--- src/processorPkg.sv ---
//--------------------------------------
// Shared definitions of the pipeline
// Opcodes, function codes, ALU codes,
// forwarding selects, instruction word
//--------------------------------------

package processorPkg;

    // Primary opcodes
    localparam logic [5:0] opRType = 6'h00;
    localparam logic [5:0] opAddiu = 6'h09;
    localparam logic [5:0] opLw    = 6'h23;
    localparam logic [5:0] opSw    = 6'h2b;
    localparam logic [5:0] opBeq   = 6'h04;
    localparam logic [5:0] opBne   = 6'h05;

    // R-type function codes
    localparam logic [5:0] fnAddu = 6'h21;
    localparam logic [5:0] fnSubu = 6'h23;
    localparam logic [5:0] fnAnd  = 6'h24;
    localparam logic [5:0] fnOr   = 6'h25;
    localparam logic [5:0] fnSlt  = 6'h2a;

    // ALU operations chosen in decode
    localparam logic [2:0] aluAdd = 3'd0;
    localparam logic [2:0] aluSub = 3'd1;
    localparam logic [2:0] aluAnd = 3'd2;
    localparam logic [2:0] aluOr  = 3'd3;
    localparam logic [2:0] aluSlt = 3'd4;

    // Operand sources in execute
    localparam logic [1:0] fwdReg = 2'd0;
    localparam logic [1:0] fwdMem = 2'd1;
    localparam logic [1:0] fwdWb  = 2'd2;

    localparam logic [15:0] resetAddr = 16'h0000;

    // One instruction word, two views
    typedef union packed {
        struct packed {
            logic [5:0] op;
            logic [4:0] rs;
            logic [4:0] rt;
            logic [4:0] rd;
            logic [4:0] shamt;
            logic [5:0] funct;
        } rType;
        struct packed {
            logic [5:0]  op;
            logic [4:0]  rs;
            logic [4:0]  rt;
            logic [15:0] imm;
        } iType;
    } instrWord;

endpackage

--- src/aluUnit.sv ---
//--------------------------------------
// 32-bit ALU
// Add, subtract, and, or, signed slt,
// zero flag for branch compare
//--------------------------------------

`timescale 1ns/1ps

module aluUnit (
    input  logic [31:0] a,
    input  logic [31:0] b,
    input  logic [2:0]  aluOp,
    output logic [31:0] result,
    output logic        zero
);

    always_comb begin
        case (aluOp)
            processorPkg::aluAdd: result = a + b;
            processorPkg::aluSub: result = a - b;
            processorPkg::aluAnd: result = a & b;
            processorPkg::aluOr:  result = a | b;
            processorPkg::aluSlt: result = {31'd0, $signed(a) < $signed(b)};
            default:              result = 32'd0;
        endcase
    end

    // Equal operands give zero on subtract
    assign zero = (result == 32'd0);

endmodule

--- src/decodeStage.sv ---
//--------------------------------------
// Decode stage
// Control decode, register file with
// write-through and debug read port
//--------------------------------------

`timescale 1ns/1ps

module decodeStage (
    input  logic                  Clock,
    input  logic                  nReset,
    input  processorPkg::instrWord instr,
    input  logic                  wbWrite,
    input  logic [4:0]            wbAddr,
    input  logic [31:0]           wbData,
    input  logic [4:0]            RegAddr,
    output logic [31:0]           RegData,
    output logic [4:0]            rsAddr,
    output logic [4:0]            rtAddr,
    output logic [4:0]            destAddr,
    output logic [31:0]           rsData,
    output logic [31:0]           rtData,
    output logic [31:0]           immData,
    output logic [2:0]            aluOp,
    output logic                  aluSrcImm,
    output logic                  regWrite,
    output logic                  memRead,
    output logic                  memWrite,
    output logic                  branchEq,
    output logic                  branchNe
);

    logic [31:0] regs [32];

    // Register 0 reads zero, a same-cycle write shows through
    function automatic logic [31:0] readReg(input logic [4:0] addr);
        if (addr == 5'd0) begin
            return 32'd0;
        end else if (wbWrite && wbAddr == addr) begin
            return wbData;
        end
        return regs[addr];
    endfunction

    // Control decode -------------------------
    always_comb begin
        rsAddr    = instr.rType.rs;
        rtAddr    = instr.rType.rt;
        destAddr  = instr.iType.rt;
        aluOp     = processorPkg::aluAdd;
        aluSrcImm = 1'b0;
        regWrite  = 1'b0;
        memRead   = 1'b0;
        memWrite  = 1'b0;
        branchEq  = 1'b0;
        branchNe  = 1'b0;
        case (instr.rType.op)
            processorPkg::opRType: begin
                destAddr = instr.rType.rd;
                regWrite = 1'b1;
                case (instr.rType.funct)
                    processorPkg::fnAddu: aluOp = processorPkg::aluAdd;
                    processorPkg::fnSubu: aluOp = processorPkg::aluSub;
                    processorPkg::fnAnd:  aluOp = processorPkg::aluAnd;
                    processorPkg::fnOr:   aluOp = processorPkg::aluOr;
                    processorPkg::fnSlt:  aluOp = processorPkg::aluSlt;
                    default: begin
                        regWrite = 1'b0;
                        rsAddr   = 5'd0;
                        rtAddr   = 5'd0;
                    end
                endcase
            end
            processorPkg::opAddiu: begin
                // ADDIU does not read rt
                rtAddr    = 5'd0;
                aluSrcImm = 1'b1;
                regWrite  = 1'b1;
            end
            processorPkg::opLw: begin
                aluSrcImm = 1'b1;
                regWrite  = 1'b1;
                memRead   = 1'b1;
            end
            processorPkg::opSw: begin
                aluSrcImm = 1'b1;
                memWrite  = 1'b1;
            end
            processorPkg::opBeq: begin
                aluOp    = processorPkg::aluSub;
                branchEq = 1'b1;
            end
            processorPkg::opBne: begin
                aluOp    = processorPkg::aluSub;
                branchNe = 1'b1;
            end
            default: begin
                rsAddr = 5'd0;
                rtAddr = 5'd0;
            end
        endcase
    end

    assign immData = {{16{instr.iType.imm[15]}}, instr.iType.imm};

    // Register file --------------------------
    always_ff @(posedge Clock or negedge nReset) begin
        if (!nReset) begin
            for (int i = 0; i < 32; i++) begin
                regs[i] <= 32'd0;
            end
        end else if (wbWrite && wbAddr != 5'd0) begin
            regs[wbAddr] <= wbData;
        end
    end

    always_comb begin
        rsData  = readReg(rsAddr);
        rtData  = readReg(rtAddr);
        RegData = readReg(RegAddr);
    end

endmodule

--- src/fetchStage.sv ---
//--------------------------------------
// Fetch stage
// Program counter with stall hold and
// branch redirect
//--------------------------------------

`timescale 1ns/1ps

module fetchStage (
    input  logic        Clock,
    input  logic        nReset,
    input  logic        nStall,
    input  logic        branchTaken,
    input  logic [15:0] branchTarget,
    output logic [15:0] InstrAddr
);

    // Taken branch wins over a stall
    always_ff @(posedge Clock or negedge nReset) begin
        if (!nReset) begin
            InstrAddr <= processorPkg::resetAddr;
        end else if (branchTaken) begin
            InstrAddr <= branchTarget;
        end else if (nStall) begin
            InstrAddr <= InstrAddr + 16'd4;
        end
    end

endmodule

--- src/hazardUnit.sv ---
//--------------------------------------
// Hazard unit
// Operand forwarding selects and
// load-use stall detection
//--------------------------------------

`timescale 1ns/1ps

module hazardUnit (
    input  logic [4:0] rsAddrE,
    input  logic [4:0] rtAddrE,
    input  logic [4:0] rsAddrD,
    input  logic [4:0] rtAddrD,
    input  logic [4:0] destAddrM,
    input  logic [4:0] destAddrW,
    input  logic       regWriteM,
    input  logic       regWriteW,
    input  logic       memReadE,
    output logic [1:0] fwdA,
    output logic [1:0] fwdB,
    output logic       nStall
);

    // Youngest producer first, never register 0
    function automatic logic [1:0] fwdFor(input logic [4:0] src);
        if (src == 5'd0) begin
            return processorPkg::fwdReg;
        end else if (regWriteM && destAddrM == src) begin
            return processorPkg::fwdMem;
        end else if (regWriteW && destAddrW == src) begin
            return processorPkg::fwdWb;
        end
        return processorPkg::fwdReg;
    endfunction

    always_comb begin
        fwdA = fwdFor(rsAddrE);
        fwdB = fwdFor(rtAddrE);
    end

    // Load data is not ready until writeback
    assign nStall = !(memReadE && rtAddrE != 5'd0 &&
                      (rtAddrE == rsAddrD || rtAddrE == rtAddrD));

endmodule

--- src/processor.sv ---
//--------------------------------------
// Five-stage pipeline top level
// Pipeline registers, forwarding muxes,
// branch resolution, memory, writeback
//--------------------------------------

`timescale 1ns/1ps

module processor (
    input  logic        Clock,
    input  logic        nReset,
    input  logic [31:0] InstrMem,
    input  logic [31:0] MemData,
    input  logic [4:0]  RegAddr,
    output logic [31:0] WriteData,
    output logic [31:0] RegData,
    output logic [15:0] InstrAddr,
    output logic [15:0] MemAddr,
    output logic        MemWrite,
    output logic        MemRead,
    output logic        nStall
);

    processorPkg::instrWord instrD;
    logic [15:0] pcD, pcE, branchTarget;
    logic [4:0]  rsAddrD, rtAddrD, destAddrD, rsAddrE, rtAddrE, destAddrE;
    logic [31:0] rsDataD, rtDataD, immD, rsDataE, rtDataE, immE;
    logic [2:0]  aluOpD, aluOpE;
    logic        aluSrcImmD, regWriteD, memReadD, memWriteD, branchEqD, branchNeD;
    logic        aluSrcImmE, regWriteE, memReadE, memWriteE, branchEqE, branchNeE;
    logic [1:0]  fwdA, fwdB;
    logic [31:0] operandA, storeDataE, aluResultE;
    logic        zeroE, branchTaken;
    logic [4:0]  destAddrM, destAddrW;
    logic [31:0] aluResultM, storeDataM, aluResultW, wbData;
    logic        regWriteM, memReadM, memWriteM, regWriteW, memReadW;

    function automatic logic [31:0] pickOperand(
        input logic [1:0]  sel,
        input logic [31:0] regVal,
        input logic [31:0] memVal,
        input logic [31:0] wbVal
    );
        case (sel)
            processorPkg::fwdMem: return memVal;
            processorPkg::fwdWb:  return wbVal;
            default:              return regVal;
        endcase
    endfunction

    fetchStage u_fetch (
        .Clock(Clock), .nReset(nReset), .nStall(nStall),
        .branchTaken(branchTaken), .branchTarget(branchTarget), .InstrAddr(InstrAddr)
    );

    // Fetch/decode, flushed to the all-zero no-op
    always_ff @(posedge Clock or negedge nReset) begin
        if (!nReset) begin
            instrD <= '0;
            pcD    <= processorPkg::resetAddr;
        end else if (branchTaken) begin
            instrD <= '0;
        end else if (nStall) begin
            instrD <= InstrMem;
            pcD    <= InstrAddr;
        end
    end

    decodeStage u_decode (
        .Clock(Clock), .nReset(nReset), .instr(instrD),
        .wbWrite(regWriteW), .wbAddr(destAddrW), .wbData(wbData),
        .RegAddr(RegAddr), .RegData(RegData),
        .rsAddr(rsAddrD), .rtAddr(rtAddrD), .destAddr(destAddrD),
        .rsData(rsDataD), .rtData(rtDataD), .immData(immD), .aluOp(aluOpD),
        .aluSrcImm(aluSrcImmD), .regWrite(regWriteD), .memRead(memReadD),
        .memWrite(memWriteD), .branchEq(branchEqD), .branchNe(branchNeD)
    );

    hazardUnit u_hazard (
        .rsAddrE(rsAddrE), .rtAddrE(rtAddrE), .rsAddrD(rsAddrD), .rtAddrD(rtAddrD),
        .destAddrM(destAddrM), .destAddrW(destAddrW), .regWriteM(regWriteM),
        .regWriteW(regWriteW), .memReadE(memReadE),
        .fwdA(fwdA), .fwdB(fwdB), .nStall(nStall)
    );

    // Decode/execute, bubble on stall or flush
    always_ff @(posedge Clock or negedge nReset) begin
        if (!nReset) begin
            regWriteE <= 1'b0;
            memReadE  <= 1'b0;
            memWriteE <= 1'b0;
            branchEqE <= 1'b0;
            branchNeE <= 1'b0;
        end else if (branchTaken || !nStall) begin
            regWriteE <= 1'b0;
            memReadE  <= 1'b0;
            memWriteE <= 1'b0;
            branchEqE <= 1'b0;
            branchNeE <= 1'b0;
        end else begin
            regWriteE <= regWriteD;
            memReadE  <= memReadD;
            memWriteE <= memWriteD;
            branchEqE <= branchEqD;
            branchNeE <= branchNeD;
        end
    end

    always_ff @(posedge Clock) begin
        rsAddrE    <= rsAddrD;
        rtAddrE    <= rtAddrD;
        destAddrE  <= destAddrD;
        rsDataE    <= rsDataD;
        rtDataE    <= rtDataD;
        immE       <= immD;
        aluOpE     <= aluOpD;
        aluSrcImmE <= aluSrcImmD;
        pcE        <= pcD;
    end

    // Execute --------------------------------
    assign operandA   = pickOperand(fwdA, rsDataE, aluResultM, wbData);
    assign storeDataE = pickOperand(fwdB, rtDataE, aluResultM, wbData);

    aluUnit u_alu (
        .a(operandA), .b(aluSrcImmE ? immE : storeDataE), .aluOp(aluOpE),
        .result(aluResultE), .zero(zeroE)
    );

    assign branchTarget = pcE + 16'd4 + {immE[13:0], 2'b00};
    assign branchTaken  = (branchEqE && zeroE) || (branchNeE && !zeroE);

    // Execute/memory and memory/writeback
    always_ff @(posedge Clock or negedge nReset) begin
        if (!nReset) begin
            regWriteM <= 1'b0;
            memReadM  <= 1'b0;
            memWriteM <= 1'b0;
            regWriteW <= 1'b0;
            memReadW  <= 1'b0;
        end else begin
            regWriteM <= regWriteE;
            memReadM  <= memReadE;
            memWriteM <= memWriteE;
            regWriteW <= regWriteM;
            memReadW  <= memReadM;
        end
    end

    always_ff @(posedge Clock) begin
        destAddrM  <= destAddrE;
        aluResultM <= aluResultE;
        storeDataM <= storeDataE;
        destAddrW  <= destAddrM;
        aluResultW <= aluResultM;
    end

    assign MemAddr   = aluResultM[15:0];
    assign WriteData = storeDataM;
    assign MemWrite  = memWriteM;
    assign MemRead   = memReadM;

    // Load data arrives one cycle after MemRead
    assign wbData = memReadW ? MemData : aluResultW;

endmodule

--- config.mk ---
export PLATFORM = sky130hd
export DESIGN_NAME = processor
export DESIGN_NICKNAME = d
export VERILOG_FILES = /design/src/processorPkg.sv /design/src/aluUnit.sv /design/src/decodeStage.sv /design/src/fetchStage.sv /design/src/hazardUnit.sv /design/src/processor.sv
export SDC_FILE = /design/constraint.sdc
export NUM_CORES = 2
export LEC_CHECK = 0
export BUFFER_PORTS_ARGS = -buffer_cell sky130_fd_sc_hd__buf_2
export CAP_MARGIN = 15
export CORE_UTILIZATION = 45
export CTS_BUF_LIST = sky130_fd_sc_hd__clkbuf_16
export DETAILED_ROUTE_END_ITERATION = 7
export SLEW_MARGIN = 30
export SYNTH_ARGS = -nofsm -noshare
export SYNTH_HDL_FRONTEND = slang
export SYNTH_HIERARCHICAL = 1
export SYNTH_SLANG_ARGS = --single-unit
--- constraint.sdc ---
create_clock -name Clock -period 7.15 [get_ports Clock]
set_clock_uncertainty 0.05 [all_clocks]
set_input_delay 0.3575 -clock Clock [delete_from_list [all_inputs] [get_ports Clock]]
set_output_delay 0.3575 -clock Clock [all_outputs]
set_load 0.02 [all_outputs]
; ---- After elaboration in Yosys (flattened, before gate mapping)
; Index checks and enable logic that the tools add are counted.
[totals]
elab_cells = 210
inputBits = 71
register_bits = 1319
out_inout_bits = 99
[classes]
n_reduce_logical = 35
n_lt_le_gt_ge = 6
eq_ne = 28
n_bitwise = 8
n_mux = 69
add_sub_neg = 5
[ops]
columns = cell, count
row1 = 1024-bit bitwise mux, 1
row2 = 32-bit 2-to-1 mux, 20
row3 = 32-bit binary-select mux with 5-bit select, 3
row4 = 32-bit demux with 5-bit select, 1
row5 = 32-bit case mux with 5 select lines, 1
row6 = 32-bit case mux with 2 select lines, 2
row7 = 5-bit equality test, 9
row8 = "6-bit equality test, second input constant", 7
row9 = "16-bit by 3-bit adder with 16-bit output, second input constant", 2
row10 = 32-bit adder, 1
row11 = 32-bit AND, 1
row12 = 32-bit zero test, 1
row13 = 32-bit less-than comparator, 1
row14 = 16-bit 2-to-1 mux, 2
row15 = 32-bit OR, 1
row16 = 32-bit subtractor, 1
row17 = 5-bit zero test, 5
row18 = "6-bit >= comparator, second input constant", 4
row19 = 5-bit inverter with 6-bit output, 4
row20 = 1-bit 2-to-1 mux, 23
row21 = 5-bit case mux with 2 select lines, 2
row22 = 16-bit adder, 1
row23 = 2-bit 2-to-1 mux, 8
row24 = 5-bit 2-to-1 mux, 3
row25 = 24 further kinds, 47

; ---- Depth between registers and ports, before layout
[logic_depth]
ltp_word = 17
ltp_mapped = 34
ltp_nobuf = 27

; ---- Modules after synthesis
; Netlist, hierarchy kept.
[modules_own_cells]
columns = module, area_per_inst_um2, cells_each, instances, seq_area_each_um2
row1 = decodeStage, 66110.9, 5760, 1, 25624.6
row2 = processor, 10168.5, 797, 1, 6195.9
row3 = aluUnit, 5228.8, 804, 1, 0.0
row4 = fetchStage, 889.6, 95, 1, 400.4
row5 = hazardUnit, 422.9, 56, 1, 0.0

; ---- Worst setup path after synthesis
; No wires, ideal clock.
[synth_timing]
path_kind = flip-flop to flip-flop
startpoint = register rtAddrE[2]
endpoint = register u_fetch.InstrAddr[11]
arrival_time_ns = 6.569
setup_ns = 0.082
required_time_ns = 7.018
path_slack_ns = 0.449
path_stages_with_launch = 33
path_buffers = 6
synth_period_minus_slack_ns = 6.701
cell_sequence = dfxtp_1 -> buf_6 -> or4_4 -> nor2_4 -> nor2_1 -> and4_1 -> ha_1 -> buf_4 -> clkbuf_1 -> nand2_1 -> o21ai_1 -> mux2_2 -> ha_1 -> fa_1 -> a21o_2 -> a211oi_1 -> a21oi_2 -> xnor2_1 -> a2111oi_2 -> nand4b_1 -> a2111oi_2 -> nand4b_1 -> a2111oi_2 -> and4bb_1 -> and4b_1 -> mux2i_4 -> inv_2 -> clkbuf_1 -> clkbuf_1 -> inv_1 -> clkbuf_1 -> nor2_1 -> a31oi_1
[synth_between]
elab_chain_len = 16
elab_cells_between_ends = 34
classes_between = add/sub: 2 / order compare: 1 / eq/ne: 7 / mux: 10 / bitwise: 2 / reduce/logical: 12
[synth_lines]
columns = element, line
row1 = "start, declared", processor.sv:26  ; logic [4:0] rsAddrD, rtAddrD, destAddrD, rsAddrE, rtAddrE, destAddrE;
row2 = "start signal, assigned", processor.sv:111  ; rtAddrE <= rtAddrD;
row3 = 5-bit equality test, hazardUnit.sv:30  ; end else if (regWriteW && destAddrW == src) begin
row4 = 1-bit logical AND, hazardUnit.sv:30
row5 = 1-bit 2-to-1 mux, hazardUnit.sv:30
row6 = 1-bit 2-to-1 mux, hazardUnit.sv:28  ; end else if (regWriteM && destAddrM == src) begin
row7 = 1-bit 2-to-1 mux, hazardUnit.sv:26  ; if (src == 5'd0) begin
row8 = 2-bit 2-to-1 mux (*), hazardUnit.sv:33  ; return processorPkg::fwdReg;
row9 = via fwdB[1], processor.sv:31  ; logic [1:0] fwdA, fwdB;
row10 = 2-bit equality test or 2-bit by 1-bit equality test with 1-bit output (tied branches), processor.sv:44  ; case (sel)
row11 = [... 1 more ...], n/a
row12 = via storeDataE[0], processor.sv:32  ; logic [31:0] operandA, storeDataE, aluResultE;
row13 = [... 2 more ...], n/a
row14 = 32-bit case mux with 5 select lines (*), aluUnit.sv:18  ; case (aluOp)
row15 = 32-bit zero test (*), aluUnit.sv:29  ; assign zero = (result == 32'd0);
row16 = via zeroE, processor.sv:33  ; logic zeroE, branchTaken;
row17 = 1-bit zero test, processor.sv:131  ; assign branchTaken = (branchEqE && zeroE) || (branchNeE && !zeroE);
row18 = 1-bit logical AND, processor.sv:131
row19 = 1-bit logical OR (*), processor.sv:131
row20 = via branchTaken, processor.sv:33
row21 = 2-bit inequality test (no source line) or 16-bit 2-to-1 mux (tied branches), n/a
row22 = "end signal, assigned", fetchStage.sv:21  ; InstrAddr <= processorPkg::resetAddr;
row23 = "end signal, assigned", fetchStage.sv:23  ; InstrAddr <= branchTarget;
row24 = "end signal, assigned", fetchStage.sv:25  ; InstrAddr <= InstrAddr + 16'd4;
row25 = "end, declared", fetchStage.sv:15  ; output logic [15:0] InstrAddr
; The timed path passes the listed nets; every way through them passes the cells marked *.
; A chain may end at the register's enable or synchronous reset.

; ---- Final worst setup path
[layout_timing]
startpoint = register rtAddrE[2]
endpoint = register pcD[4]
[layout_between]
elab_chain_len = 17
elab_cells_between_ends = 35
classes_between = add/sub: 2 / order compare: 1 / eq/ne: 6 / mux: 9 / bitwise: 4 / reduce/logical: 13
[layout_lines]
columns = element, line
row1 = 5-bit equality test, hazardUnit.sv:30
row2 = 1-bit logical AND, hazardUnit.sv:30
row3 = 1-bit 2-to-1 mux, hazardUnit.sv:30
row4 = 1-bit 2-to-1 mux, hazardUnit.sv:28
row5 = 1-bit 2-to-1 mux, hazardUnit.sv:26
row6 = 2-bit 2-to-1 mux (*), hazardUnit.sv:33
row7 = via fwdB[1], processor.sv:31
row8 = 2-bit equality test or 2-bit by 1-bit equality test with 1-bit output (tied branches), processor.sv:44
row9 = [... 1 more ...], n/a
row10 = via storeDataE[0], processor.sv:32
row11 = [... 2 more ...], n/a
row12 = 32-bit case mux with 5 select lines (*), aluUnit.sv:18
row13 = 32-bit zero test (*), aluUnit.sv:29
row14 = via zeroE, processor.sv:33
row15 = 1-bit zero test, processor.sv:131
row16 = 1-bit logical AND, processor.sv:131
row17 = 1-bit logical OR (*), processor.sv:131
row18 = 1-bit inverter (no source line) (*), n/a
row19 = 2-bit AND reduction (no source line) (*), n/a
row20 = "end signal, assigned", processor.sv:60  ; pcD <= processorPkg::resetAddr;
row21 = "end signal, assigned", processor.sv:65  ; pcD <= InstrAddr;
row22 = "end, declared", processor.sv:25  ; logic [15:0] pcD, pcE, branchTarget;
; Marked as above.

==> run metrics <==
TritonRoute pass-1 iters 7; Yosys cell types 109; top-area cell type share of the netlist area 33.2%; NumNets Final 7604; post-route clock period utilization 98.1%; CTS Root Cell clkbuf_16; Longest Clk Path Bufs 3; VDD IR max 153 uV; WL/cell 33.3 um; WP data required 7.79 ns; WS Path Type register to register; final worst slack 0.134 ns; Residual DRC 0; yosys warns 6; DR WL met3 39900 um; drt via density 6.93; Die X 431 um; clock-pin slew on the worst setup and hold paths 0.06 ns; hold crit path type input port to asynchronous set/reset pin; critical path peak fanout 8; hold violation count in the final report 0; highest clock rate 143 MHz; flop-to-flop setup slack 0.13 ns; post-synthesis average cell area 11.0 sq um; Crit. End Element register; CP max stage delay 0.40 ns; Total GRT Usage 35.0%; Die Y-Extent 431 um; GP Congestion 0.963; Setup-failing EPs final 0; share of cells above drive strength 1 33.0%; worst skew pair latency 0.83 ns; Cells after Synth 7512; Post-synth EDFFs 0; CTS Sinks 1335; Switching Fraction 29.2%; die area 0.186 sq mm; core box area 0.183 sq mm; P_sw 5.32 mW; PD cells 198 mW/mm^2; minimum clock period 7.02 ns; FF+latch count, synth 1335; top cells by area, synth dfrtp_1 (33%), mux2_2 (15%), mux4_2 (11%), dfxtp_1 (5.7%), mux2i_1 (5.1%); RR Endpoint pcD[4]; Fin Hold WS 0.0568 ns; CTS tree yes; Worst Setup Start Kind register; most common cell in the synthesized netlist mux2_2; uppermost layer routed met5; clock network power share 41.8%; Mapped Nets 7721; HPWL Detailed 211000 um; utilization after layout 50.3%; vias in the first global route 66600; Final Max Slew Viols 0; wire length on met1 127000 um; largest net degree at the start of global routing 168; fraction of registers with async set/reset 82.2%; Rel. slew slack 22.5%; status complete, no violations; FP Rows 157; FF-to-FF Start rtAddrE[2]; Routed Antenna Nets 0; Max Cap Viol 0; Arrival @ worst endpoint 7.65 ns; Num CTS Buffers 148; Starting Density 45.3%; top_reg_cell synth dfrtp_1; r2r worst-path depth 28; synth cell count leaders mux2_2 (1111), dfrtp_1 (1098), nand2_1 (611), clkbuf_1 (552), mux4_2 (421); initial DRC count 9426; Lkg Pwr 40.2 nW; drt total wl 332000 um; Comb pwr share 14.4%; Pint 12.9 mW; IO Pins 170; area delta synth->final 11.2%; mapped cell area 0.0828 sq mm; antenna violations before repair 16; Flop pwr share 43.8%; Tightest Pin Transition 1.16 ns; register area share after synthesis 38.9%; dpl ws 0.156 ns; Vias 69100; Max stage delay cell, worst path fa_2; CTS H-tree depth 4; IO buf count 169; Synth area leader dfrtp_1; Met2 Wirelength 145000 um; remaining global-route overflow 0; first-pass GRT wire length 478000 um
-- stage by stage --
| stage | power (mW) | TNS [ns] | std cells | cell area [sq um] |
|---|---|---|---|---|
| 2_1_floorplan | 9.63 | 0 | 7512 | 82800 |
| 3_3_place_gp | 10.6 | 0 | 9639 | 86300 |
| 3_5_place_dp | 10.6 | 0 | 9642 | 86400 |
| 4_1_cts | 18.2 | 0 | 9955 | 91600 |
| 5_1_grt | 18.8 | -0.671 | 9979 | 92100 |
| 6_report | 18.3 | 0 | 9983 | 92100 |
-- how the worst max path moves through the flow --
stage / start / cells after the start / endpoint
final: rtAddrE[2] / 28 / pcD[4]
after global routing: rtAddrE[2] / 30 / pcD[4]
after CTS: rtAddrE[4] / 29 / u_fetch/InstrAddr[4]
after detailed placement: rtAddrE[4] / 29 / u_fetch/InstrAddr[4]
after global placement: rtAddrE[4] / 29 / u_fetch/InstrAddr[6]
after floorplan: rtAddrE[2] / 32 / u_fetch/InstrAddr[11]
-- cell usage in the layout, fill, tap and decap left out, drive strengths merged, types with 101 or more instances in the layout --
cell / n
mux2: 1157
nor2: 387
dfrtp: 1098
clkbuf: 154
a211oi: 136
nand2: 613
mux4: 421
nand3: 101
o221ai: 119
ha: 135
buf: 480
mux2i: 420
a21oi: 422
dfxtp: 237
o21ai: 315
inv: 166
-- state kept, by name, summed over array words and instances (netlist names), 5 cells and up --
signal             count
u_decode/regs       1024
WriteData             32
aluResultM            32
aluResultW            32
immE                  32
instrD                32
rsDataE               32
rtDataE               32
pcD                   16
pcE                   16
u_fetch/InstrAddr     16
destAddrE              5
destAddrM              5
destAddrW              5
rsAddrE                5
rtAddrE                5
-- metal layers --
| metal | track usage [%] | vias to the layer above |
|---|---|---|
| li1 | - | 28000 |
| met3 | 10.9 | 1145 |
| met4 | 18.5 | 10 |
| met5 | 0 | - |
| met1 | 45.5 | 35000 |
| met2 | 52.2 | 4953 |
-- final cells by class --
cell class	count	area [sq um]
fill	16100	90800
tap	2464	3080
clock inverter	116	876
sequential	1335	32200
inverter	128	490
multi-input combinational	5257	47500
clock buffer	153	3830
antenna	5	12.5
timing repair buffer	525	4080
-- kinds of logic after synthesis --
| family | synth area share [%] |
|---|---|
| DFF | 38.9 |
| adders and majority gates | 2.11 |
| buffers and inverters | 4.62 |
| AOI/OAI and AO/OA | 13.6 |
| muxes | 32.4 |
| xor gates and xnor gates | 0.793 |
| and+or+nand+nor | 7.54 |
-- power by group through the flow --
stage,Clock [mW],Sequential [mW],Combinational (mW)
floorplan,0,8.07,1.56
global placement,0,8.13,2.49
detailed placement,0,8.14,2.51
CTS,7.71,7.99,2.55
global route,8.01,8.02,2.77
finish,7.64,8.00,2.63
-- what timing repair did --
item	4_1_cts	5_1_grt
hold buffers	44	0
gates resized for setup	0	47
setup buffers	0	19
hold endpoints to repair	123	0
endpoints found under the setup margin	0	64
-- worst max-delay path, delay by kind of cell (launching register included) --
kind,cells,cell delay [ns]
adder cells (fa/ha/maj),3,0.86
XOR/XNOR,1,0.14
AND/OR/NAND/NOR,11,2.56
AO/OA/AOI/OAI,6,1.39
multiplexers,3,0.91
flip-flops,1,0.31
buffers and inverters,4,0.67
(Power assumes the default switching activity.)
